===== config.mk =====
export PLATFORM = sky130hd
export DESIGN_NAME = pe_lane
export DESIGN_NICKNAME = d
export VERILOG_FILES = /design/src/common/pe_ctrl_pkg.sv /design/src/common/pe_arith_pkg.sv /design/src/common/pe_unit_if.sv /design/src/pe/pe_lane.sv /design/src/pe/mod_mul_reduce.sv /design/src/pe/mod_addsub_unit.sv /design/src/logic/pe_delay_line.sv
export VERILOG_INCLUDE_DIRS = /design/src /design/src/common
export SDC_FILE = /design/constraint.sdc
export NUM_CORES = 2
export LEC_CHECK = 0
export BUFFER_PORTS_ARGS = -buffer_cell sky130_fd_sc_hd__buf_2
export CORE_ASPECT_RATIO = 1.5
export CORE_MARGIN = 4
export CORE_UTILIZATION = 55
export DETAILED_ROUTE_END_ITERATION = 16
export PLACE_DENSITY = 0.77
export RECOVER_POWER = 25
export SYNTH_ARGS = -nofsm -noshare
export SYNTH_HDL_FRONTEND = slang
export SYNTH_SLANG_ARGS = --single-unit

===== constraint.sdc =====
create_clock -name clk -period 11.8 [get_ports clk]
set_input_delay 1.18 -clock clk [delete_from_list [all_inputs] [get_ports clk]]
set_output_delay 1.18 -clock clk [all_outputs]
set_load 0.02 [all_outputs]

===== src/common/pe_settings.svh =====
// --------------------
// PE array sizes
// --------------------
`ifndef PE_SETTINGS_SVH
`define PE_SETTINGS_SVH

// Lanes in the array
`define PE_NUM 4
// Coefficient width
`define PE_WIDTH 24
// Ports per lane
`define PE_IN_NUM 3
`define PE_OUT_NUM 2

`endif

===== src/common/pe_ctrl_pkg.sv =====
// --------------------
// PE control types
// --------------------
package pe_ctrl_pkg;

    // Encodings match the full instruction set
    typedef enum logic [4:0] {
        MADD   = 5'd0,
        MSUB   = 5'd1,
        MMUL   = 5'd2,
        CT_BFO = 5'd6,
        GS_BFO = 5'd7
    } pe_instr_t;

    typedef enum logic [4:0] {
        KEM_512  = 5'd0,
        KEM_768  = 5'd1,
        KEM_1024 = 5'd2,
        DSA_44   = 5'd3,
        DSA_65   = 5'd4,
        DSA_87   = 5'd5
    } pe_alg_t;

    // Cycles from data_in to data_out
    localparam int ADDSUB_LAT = 1;
    localparam int MUL_LAT    = 3;
    localparam int BFO_LAT    = 4;

endpackage


===== src/common/pe_arith_pkg.sv =====
// --------------------
// PE arithmetic types
// --------------------
`include "pe_settings.svh"

package pe_arith_pkg;

    typedef logic [`PE_WIDTH-1:0]   coeff_t;
    typedef logic [2*`PE_WIDTH-1:0] product_t;

    localparam coeff_t Q_KEM = 24'd3329;
    localparam coeff_t Q_DSA = 24'd8380417;

    function automatic logic is_dsa(pe_ctrl_pkg::pe_alg_t alg);
        case (alg)
            pe_ctrl_pkg::DSA_44,
            pe_ctrl_pkg::DSA_65,
            pe_ctrl_pkg::DSA_87: begin
                return 1'b1;
            end
            default: begin
                return 1'b0;
            end
        endcase
    endfunction

    function automatic coeff_t modulus_of(pe_ctrl_pkg::pe_alg_t alg);
        if (is_dsa(alg)) begin
            return Q_DSA;
        end
        return Q_KEM;
    endfunction

endpackage


===== src/common/pe_unit_if.sv =====
// --------------------
// Lane to unit link
// --------------------
`timescale 1ns/10ps

interface pe_unit_if;

    // Modulus select, 1 for the DSA prime
    logic                 dsa;
    pe_arith_pkg::coeff_t add_a;
    pe_arith_pkg::coeff_t add_b;
    pe_arith_pkg::coeff_t sub_a;
    pe_arith_pkg::coeff_t sub_b;
    pe_arith_pkg::coeff_t mul_a;
    pe_arith_pkg::coeff_t mul_b;

    // Registered results
    pe_arith_pkg::coeff_t sum;
    pe_arith_pkg::coeff_t diff;
    pe_arith_pkg::coeff_t prod;

    modport lane (
        output dsa, add_a, add_b, sub_a, sub_b, mul_a, mul_b,
        input  sum, diff, prod
    );

    modport unit (
        input  dsa, add_a, add_b, sub_a, sub_b, mul_a, mul_b,
        output sum, diff, prod
    );

endinterface


===== src/pe/pe_lane.sv =====
// --------------------
// PE lane routing
// --------------------
`timescale 1ns/10ps

module pe_lane (
    input  logic                    clk,
    input  logic                    rst,
    input  pe_ctrl_pkg::pe_alg_t    alg,
    input  pe_ctrl_pkg::pe_instr_t  instr,
    input  pe_arith_pkg::coeff_t    in0,
    input  pe_arith_pkg::coeff_t    in1,
    input  pe_arith_pkg::coeff_t    in2,
    output pe_arith_pkg::coeff_t    out0,
    output pe_arith_pkg::coeff_t    out1
);

    pe_arith_pkg::coeff_t a_d3;
    pe_arith_pkg::coeff_t w_d1;
    pe_arith_pkg::coeff_t sum_d3;

    pe_unit_if u_if ();

    mod_addsub_unit u_addsub (
        .clk (clk),
        .rst (rst),
        .u   (u_if)
    );

    mod_mul_reduce u_mul (
        .clk (clk),
        .rst (rst),
        .u   (u_if)
    );

    // CT: in0 waits for the product
    pe_delay_line #(.DEPTH(pe_ctrl_pkg::MUL_LAT)) a_dly (
        .clk  (clk),
        .rst  (rst),
        .din  (in0),
        .dout (a_d3)
    );

    // GS: twiddle waits for the difference
    pe_delay_line #(.DEPTH(pe_ctrl_pkg::ADDSUB_LAT)) w_dly (
        .clk  (clk),
        .rst  (rst),
        .din  (in2),
        .dout (w_d1)
    );

    // GS: sum waits for the twiddled difference
    pe_delay_line #(.DEPTH(pe_ctrl_pkg::BFO_LAT - pe_ctrl_pkg::ADDSUB_LAT)) sum_dly (
        .clk  (clk),
        .rst  (rst),
        .din  (u_if.sum),
        .dout (sum_d3)
    );

    // Operand routing
    always_comb begin
        u_if.dsa   = pe_arith_pkg::is_dsa(alg);
        u_if.add_a = in0;
        u_if.add_b = in1;
        u_if.sub_a = in0;
        u_if.sub_b = in1;
        u_if.mul_a = in0;
        u_if.mul_b = in1;
        case (instr)
            pe_ctrl_pkg::CT_BFO: begin
                u_if.mul_a = in1;
                u_if.mul_b = in2;
                u_if.add_a = a_d3;
                u_if.add_b = u_if.prod;
                u_if.sub_a = a_d3;
                u_if.sub_b = u_if.prod;
            end
            pe_ctrl_pkg::GS_BFO: begin
                u_if.mul_a = u_if.diff;
                u_if.mul_b = w_d1;
            end
            default: begin
            end
        endcase
    end

    // Result selection
    always_comb begin
        out0 = '0;
        out1 = '0;
        case (instr)
            pe_ctrl_pkg::MADD: begin
                out0 = u_if.sum;
            end
            pe_ctrl_pkg::MSUB: begin
                out0 = u_if.diff;
            end
            pe_ctrl_pkg::MMUL: begin
                out0 = u_if.prod;
            end
            pe_ctrl_pkg::CT_BFO: begin
                out0 = u_if.sum;
                out1 = u_if.diff;
            end
            pe_ctrl_pkg::GS_BFO: begin
                out0 = sum_d3;
                out1 = u_if.prod;
            end
            default: begin
            end
        endcase
    end

endmodule


===== src/pe/mod_mul_reduce.sv =====
// --------------------
// Modular multiplier
// --------------------
`include "pe_settings.svh"
`timescale 1ns/10ps

module mod_mul_reduce (
    input logic     clk,
    input logic     rst,
    pe_unit_if.unit u
);

    // Barrett reciprocals floor(2^shift / q)
    localparam int KEM_SHIFT = 24;
    localparam int DSA_SHIFT = 46;
    localparam logic [`PE_WIDTH-1:0] KEM_RECIP = 24'd5039;
    localparam logic [`PE_WIDTH-1:0] DSA_RECIP = 24'd8396807;
    localparam int EST_W = 3 * `PE_WIDTH;
    // Remainder before correction is below 3q
    localparam int REM_W = `PE_WIDTH + 1;

    pe_arith_pkg::product_t prod_r;
    logic                   dsa_p1;
    logic                   dsa_p2;
    logic [EST_W-1:0]       est;
    pe_arith_pkg::product_t quot;
    pe_arith_pkg::product_t q_wide;
    pe_arith_pkg::product_t rem_full;
    logic [REM_W-1:0]       rem_r;
    logic [REM_W-1:0]       q_ext;
    logic [REM_W-1:0]       fix1;
    logic [REM_W-1:0]       fix2;

    // Stage 1, full product
    always_ff @(posedge clk) begin
        if (rst) begin
            prod_r <= '0;
            dsa_p1 <= 1'b0;
        end else begin
            prod_r <= pe_arith_pkg::product_t'(u.mul_a) * pe_arith_pkg::product_t'(u.mul_b);
            dsa_p1 <= u.dsa;
        end
    end

    // Stage 2, subtract quotient estimate times q
    always_comb begin
        if (dsa_p1) begin
            est    = EST_W'(prod_r) * EST_W'(DSA_RECIP);
            quot   = pe_arith_pkg::product_t'(est >> DSA_SHIFT);
            q_wide = pe_arith_pkg::product_t'(pe_arith_pkg::Q_DSA);
        end else begin
            est    = EST_W'(prod_r) * EST_W'(KEM_RECIP);
            quot   = pe_arith_pkg::product_t'(est >> KEM_SHIFT);
            q_wide = pe_arith_pkg::product_t'(pe_arith_pkg::Q_KEM);
        end
        rem_full = prod_r - quot * q_wide;
    end

    always_ff @(posedge clk) begin
        if (rst) begin
            rem_r  <= '0;
            dsa_p2 <= 1'b0;
        end else begin
            rem_r  <= rem_full[REM_W-1:0];
            dsa_p2 <= dsa_p1;
        end
    end

    // Stage 3, final correction
    always_comb begin
        q_ext = dsa_p2 ? {1'b0, pe_arith_pkg::Q_DSA} : {1'b0, pe_arith_pkg::Q_KEM};
        fix1  = (rem_r >= q_ext) ? rem_r - q_ext : rem_r;
        fix2  = (fix1 >= q_ext) ? fix1 - q_ext : fix1;
    end

    always_ff @(posedge clk) begin
        if (rst) begin
            u.prod <= '0;
        end else begin
            u.prod <= fix2[`PE_WIDTH-1:0];
        end
    end

endmodule


===== src/pe/mod_addsub_unit.sv =====
// --------------------
// Modular add/sub unit
// --------------------
`include "pe_settings.svh"
`timescale 1ns/10ps

module mod_addsub_unit (
    input logic     clk,
    input logic     rst,
    pe_unit_if.unit u
);

    pe_arith_pkg::coeff_t q;
    logic [`PE_WIDTH:0]   sum_raw;
    logic [`PE_WIDTH:0]   sum_red;
    logic [`PE_WIDTH:0]   diff_raw;
    pe_arith_pkg::coeff_t sum_nxt;
    pe_arith_pkg::coeff_t diff_nxt;

    assign q = u.dsa ? pe_arith_pkg::Q_DSA : pe_arith_pkg::Q_KEM;

    always_comb begin
        sum_raw  = {1'b0, u.add_a} + {1'b0, u.add_b};
        sum_red  = sum_raw - {1'b0, q};
        sum_nxt  = (sum_raw >= {1'b0, q}) ? sum_red[`PE_WIDTH-1:0] : sum_raw[`PE_WIDTH-1:0];
        // Top bit set means the difference borrowed
        diff_raw = {1'b0, u.sub_a} - {1'b0, u.sub_b};
        diff_nxt = diff_raw[`PE_WIDTH] ? diff_raw[`PE_WIDTH-1:0] + q : diff_raw[`PE_WIDTH-1:0];
    end

    always_ff @(posedge clk) begin
        if (rst) begin
            u.sum  <= '0;
            u.diff <= '0;
        end else begin
            u.sum  <= sum_nxt;
            u.diff <= diff_nxt;
        end
    end

endmodule


===== src/logic/pe_delay_line.sv =====
// --------------------
// Coefficient delay
// --------------------
`timescale 1ns/10ps

module pe_delay_line #(
    parameter int DEPTH = 1
) (
    input  logic                 clk,
    input  logic                 rst,
    input  pe_arith_pkg::coeff_t din,
    output pe_arith_pkg::coeff_t dout
);

    pe_arith_pkg::coeff_t taps [0:DEPTH-1];

    always_ff @(posedge clk) begin
        if (rst) begin
            for (int i = 0; i < DEPTH; i++) begin
                taps[i] <= '0;
            end
        end else begin
            taps[0] <= din;
            for (int i = 1; i < DEPTH; i++) begin
                taps[i] <= taps[i-1];
            end
        end
    end

    assign dout = taps[DEPTH-1];

endmodule


# Word level (Yosys, flattened, before mapping)
# Memory sizes are Yosys's and may differ from the RTL's.
# Cells that the tools add are included.
# word_totals
ff_bits	147
mem_bits_rw	168
input_bits	84
output_inout_bits	48
wordCells	67
memories	3
# mem_list
memory	words	width	rd	rd_clocked_by_memory_dff	write_ports	line_no	text
a_dly.taps	3	24	3	0	3	pe_delay_line.sv:15	pe_arith_pkg::coeff_t taps [0:DEPTH-1];
sum_dly.taps	3	24	3	0	3	pe_delay_line.sv:15	
w_dly.taps	1	24	1	0	1	pe_delay_line.sv:15	
# classes
addsub	7
n_mul	4
order_cmp	3
eq_ne	7
n_mux	26
bitwise_logic	6
reduce_logical	4
# ops
op	count
$mux W24	12
$pmux W24 S2	3
$pmux W24 S4	1
$mul A48 B24 Y72 const B	1
$mux W23	3
$mul A48 B13 Y61 const B	1
$ge A25 B23 Y1	2
$sub A25 B25 Y25	2
$mul A24 B24 Y48	1
$sub A24 B24 Y24	2
$mul A37 B23 Y25	1
$mux W37	1
$add A24 B24 Y25	1
$ge A25 B25 Y1	1
$mux W25	1
$sub A24 B24 Y25	1
$add A24 B24 Y24	1
$reduce_or A24 Y1	1
$eq A5 B3 Y1 const B	4
$eq A5 B2 Y1 const B	2
$or A1 B1 Y1	6
$eq A5 B1 Y1 const B	1
$logic_not A5 Y1	1
$mux W1	5
2 further kinds	2

# Logic depth before layout (Yosys ltp)
# depth
depth_word	6
ltp_mapped	45

# Worst setup path after synthesis
# No wires, ideal clock.
# synth_path
path_kind	register to register
start	register u_mul.prod_r[15]
end	register u_mul.rem_r[24]
setup_ns	0.070
arrival_ns	10.708
t_required_ns	11.730
path_slack_ns	1.021
path_stages_with_launch	41
path_cell_list	dfxtp_1 -> inv_1 -> fa_1 -> inv_1 -> fa_1 -> fa_1 -> fa_1 -> inv_1 -> fa_1 -> inv_1 -> ha_1 -> and4_1 -> a221oi_1 -> o221ai_1 -> o311a_1 -> o2111ai_1 -> a211o_1 -> a31o_2 -> (+5 left out) -> fa_1 -> fa_1 -> fa_1 -> inv_1 -> fa_1 -> fa_1 -> xnor2_1 -> xnor2_1 -> xnor2_1 -> xnor2_1 -> xnor2_1 -> or3_1 -> and3_1 -> o21bai_1 -> a31oi_1 -> or3_1 -> a21o_1 -> a21oi_1
# synth_between
elab_chain_cells	4
word_cells_on_any_way	5
cone_classes	add/sub: 1; mul: 3; mux: 1
# synth_rtl
element	line_no	text
from (decl)	mod_mul_reduce.sv:22	pe_arith_pkg::product_t prod_r;
from (signal assigned)	mod_mul_reduce.sv:40	prod_r <= pe_arith_pkg::product_t'(u.mul_a) * pe_arith_pkg::product_t'(u.mul_b);
$mul A48 B13 Y61 / $mul A48 B24 Y72 (equally long branches)	mod_mul_reduce.sv:52, mod_mul_reduce.sv:48	
$mux W37	mod_mul_reduce.sv:47	if (dsa_p1) begin
$mul A37 B23 Y25	mod_mul_reduce.sv:56	rem_full = prod_r - quot * q_wide;
$sub A25 B25 Y25 *	mod_mul_reduce.sv:56	
to (signal assigned)	mod_mul_reduce.sv:64	rem_r <= rem_full[REM_W-1:0];
to (decl)	mod_mul_reduce.sv:29	logic [REM_W-1:0] rem_r;
# Mark *: on every way between the ends. The rest lies on a longest branch, timed or not.
# A chain may end at the register's enable or synchronous reset.

# Worst setup path after layout
# layout_path
start	register u_mul.prod_r[20]
end	register u_mul.rem_r[24]
# The elaborated chain is that of the path after synthesis.

==> metrics.txt <==
overall overflow remaining after global route 0; dominant cell by count in the synthesized netlist inv_1; post-layout utilization of the core 0.5956; endpoint class of the critical path register; Synth top area share 0.3240; Clock Path Buffers 3; final setup fails 0; maximum number of pins on one net before global-route repair 137; number of clock sinks roughly 320; cell type contributing the most total cell area after synthesis fa_1; Yosys Warn Count 0; classification of the worst setup path register to register; placed wire-length estimate after detailed placement around 140000 µm; setup clock skew after layout approximately 0.033 ns; number of vias per cell 5.740; share of the yosys chip area belonging to registers 0.1154; Inserted Clock Buffers 36; clock tree from TritonCTS built; number of port buffers ~130; Post-DRT Antenna Nets 0; I/O pin total 132; wire length of the first global-routing pass 255700 µm; post-detailed-route DRC marker count 0; number of antenna violations at the first check in global routing 8; relative slew slack -2.056; relative area change from synthesis to final layout 7.524%; most used cell, CP fa_1; share of flip-flops with an asynchronous set or reset after synthesis 0; Worst Setup Slack post-DPL 0.1119 ns; Placeable Area about 0.099 mm²; accumulated negative setup slack 0 ns; synthesized cell area 0.05463 mm²; final-report hold violation count 0; number of distinct library cells after synthesis 79; row count approximately 140; top cells by count, synth inv_1, fa_1, ha_1, nor2_1, nand2_1; routed wire length per instance ~22 µm; floorplan die area 0.1045 mm²; overall die height 394.0 µm; clock network latency to the later pin of the worst-skew pair 0.58 ns; Post-synth EDFFs 0; highest achievable clock rate 0.08820 GHz; failing checks capacitance limit, slew limit; CP max-delay cell fa_1; data arrival at the endpoint of the critical path 11.81 ns; max-cap check violation count 1; top cells by area, synth fa_1, ha_1, dfxtp_1; Final Net Count between 7000 and 8000; first-pass iteration count of the detailed router 6; fin crit share 0.9608; Starting Density 0.5539; Die W about 270 µm; max-slew violation count 106; share of final-layout standard cells stronger than drive strength 1 0.07959; Clock Pin Slew Worst Setup and Hold Paths 0.06 ns; global router's overall resource usage 0.3187; startpoint class of the critical path register; most used flip-flop cell after synthesis dfxtp_1; via count of the first global-routing pass 45590; Avg Cell Area, Syn 9.016 µm²; number of levels in the clock H-tree 2; routed wire length 166400 µm; final critical delay including setup and external delays ~11 ns; register bit total from synthesis about 320; number of buffers inserted for hold repair after clock tree synthesis 0; largest incremental delay on the critical path 0.54 ns; number of vias after detailed routing 43120; cells after synthesis 6059; required time of the critical path between 10 and 15 ns; Worst Max-Slew Pin Slew 4.583 ns; Max FO, Critical Path 5; Clk Tree Root Cell clkbuf_16; status finished, violations left; RD Place Congestion approximately 1; worst hold path type register to register; DR iter-0 viols 3196; setup slack after layout 0.4620 ns
[cells by family (layout without fill, tap and decap cells)]
kind of cell / after synthesis / in the layout / share of synthesized area
flops: 315 / 315 / 0.1154
xor+xnor: 239 / 239 / 0.03832
other cells: 2 / 16 / 0.0001375
simple gates: 1605 / 1605 / 0.1362
mux: 133 / 133 / 0.02547
buf+inv: 1375 / 1527 / 0.09530
compound gates: 737 / 737 / 0.08910
fa+ha+maj: 1653 / 1653 / 0.5001
[final timing paths]
kind	from	endpoint	slack, ns	depth (start not counted)
max reg2reg	u_mul.prod_r[20]	u_mul.rem_r[24]	0.46	39
min	a_dly.taps[0][24]	a_dly.taps[0][48]	0.42	1
max	u_mul.prod_r[20]	u_mul.rem_r[24]	0.46	39
min reg2reg	a_dly.taps[0][24]	a_dly.taps[0][48]	0.42	1
[through the flow]
stage	area [µm²]	hold WS (ns)	std cells
2_1_floorplan	54660	0.4138	6067
3_3_place_gp	57390	0.4151	7442
3_5_place_dp	57390	0.4220	7442
4_1_cts	58600	0.4304	7505
5_1_grt	58740	0.4359	7512
6_report	58740	0.4248	7512
[area by class of cell]
class,count,area (µm²)
multi-input combinational,4377,43330
fill,8529,39880
sequential,315,6336
inverter,1183,4441
timing repair buffer,281,1790
tap,1287,1610
clock buffer,44,991.0
clock inverter,19,222.7
antenna,6,15.01
[flip-flops by register name (all words and copies together) (netlist names)]
signal and flops:
a_dly.taps 72, sum_dly.taps 72, u_addsub.u.diff 24, u_addsub.u.sum 24
u_mul.dsa_p1 1, u_mul.dsa_p2 1, u_mul.prod_r 48, u_mul.rem_r 25
u_mul.u.prod 24, w_dly.taps 24
[layer usage]
layer | vias to the layer above | share of wire | routed length [µm] | GRT usage
met5 | - | 0.000084 | 14 | 0
met4 | 2 | 0.085 | 14110 | 0.2101
met3 | 658 | 0.071 | 11890 | 0.04957
met2 | 1734 | 0.49 | 81960 | 0.5540
met1 | 21320 | 0.35 | 58400 | 0.3610
li1 | 19400 | - | - | -
[what timing repair did]
item | in CTS | in global routing
resized for setup | 0 | 43
endpoints found under the setup margin | 0 | 3
setup buffers | 0 | 1
[worst max-delay path: cells and delay by family, from the launching register on]
kind | cells | cell delay (ns)
compound gates | 11 | 2.38
fa+ha+maj | 13 | 5.93
flops | 1 | 0.50
buf+inv | 5 | 0.44
xor+xnor | 5 | 0.79
simple gates | 5 | 1.22
[cell usage in the layout, fill, tap and decap left out, drive strengths merged, types with 17 or more instances in the layout]
master / n
a211oi: 33
nor2: 532
a221o: 26
nor4: 17
nand4: 20
or3: 32
dfxtp: 315
a31oi: 24
buf: 280
inv: 1188
or2: 26
fa: 884
o21a: 34
a21oi: 235
o21bai: 27
mux2: 48
nand3: 33
a22o: 24
nand2b: 48
a21o: 93
nor2b: 218
nand2: 502
xor2: 74
ha: 769
o21ai: 121
and2: 38
clkbuf: 45
and3: 26
mux2i: 85
xnor2: 165
nor3: 73
Power is not shown: default switching activity piles up to over one toggle a cycle in this logic, so the estimate is an artifact.
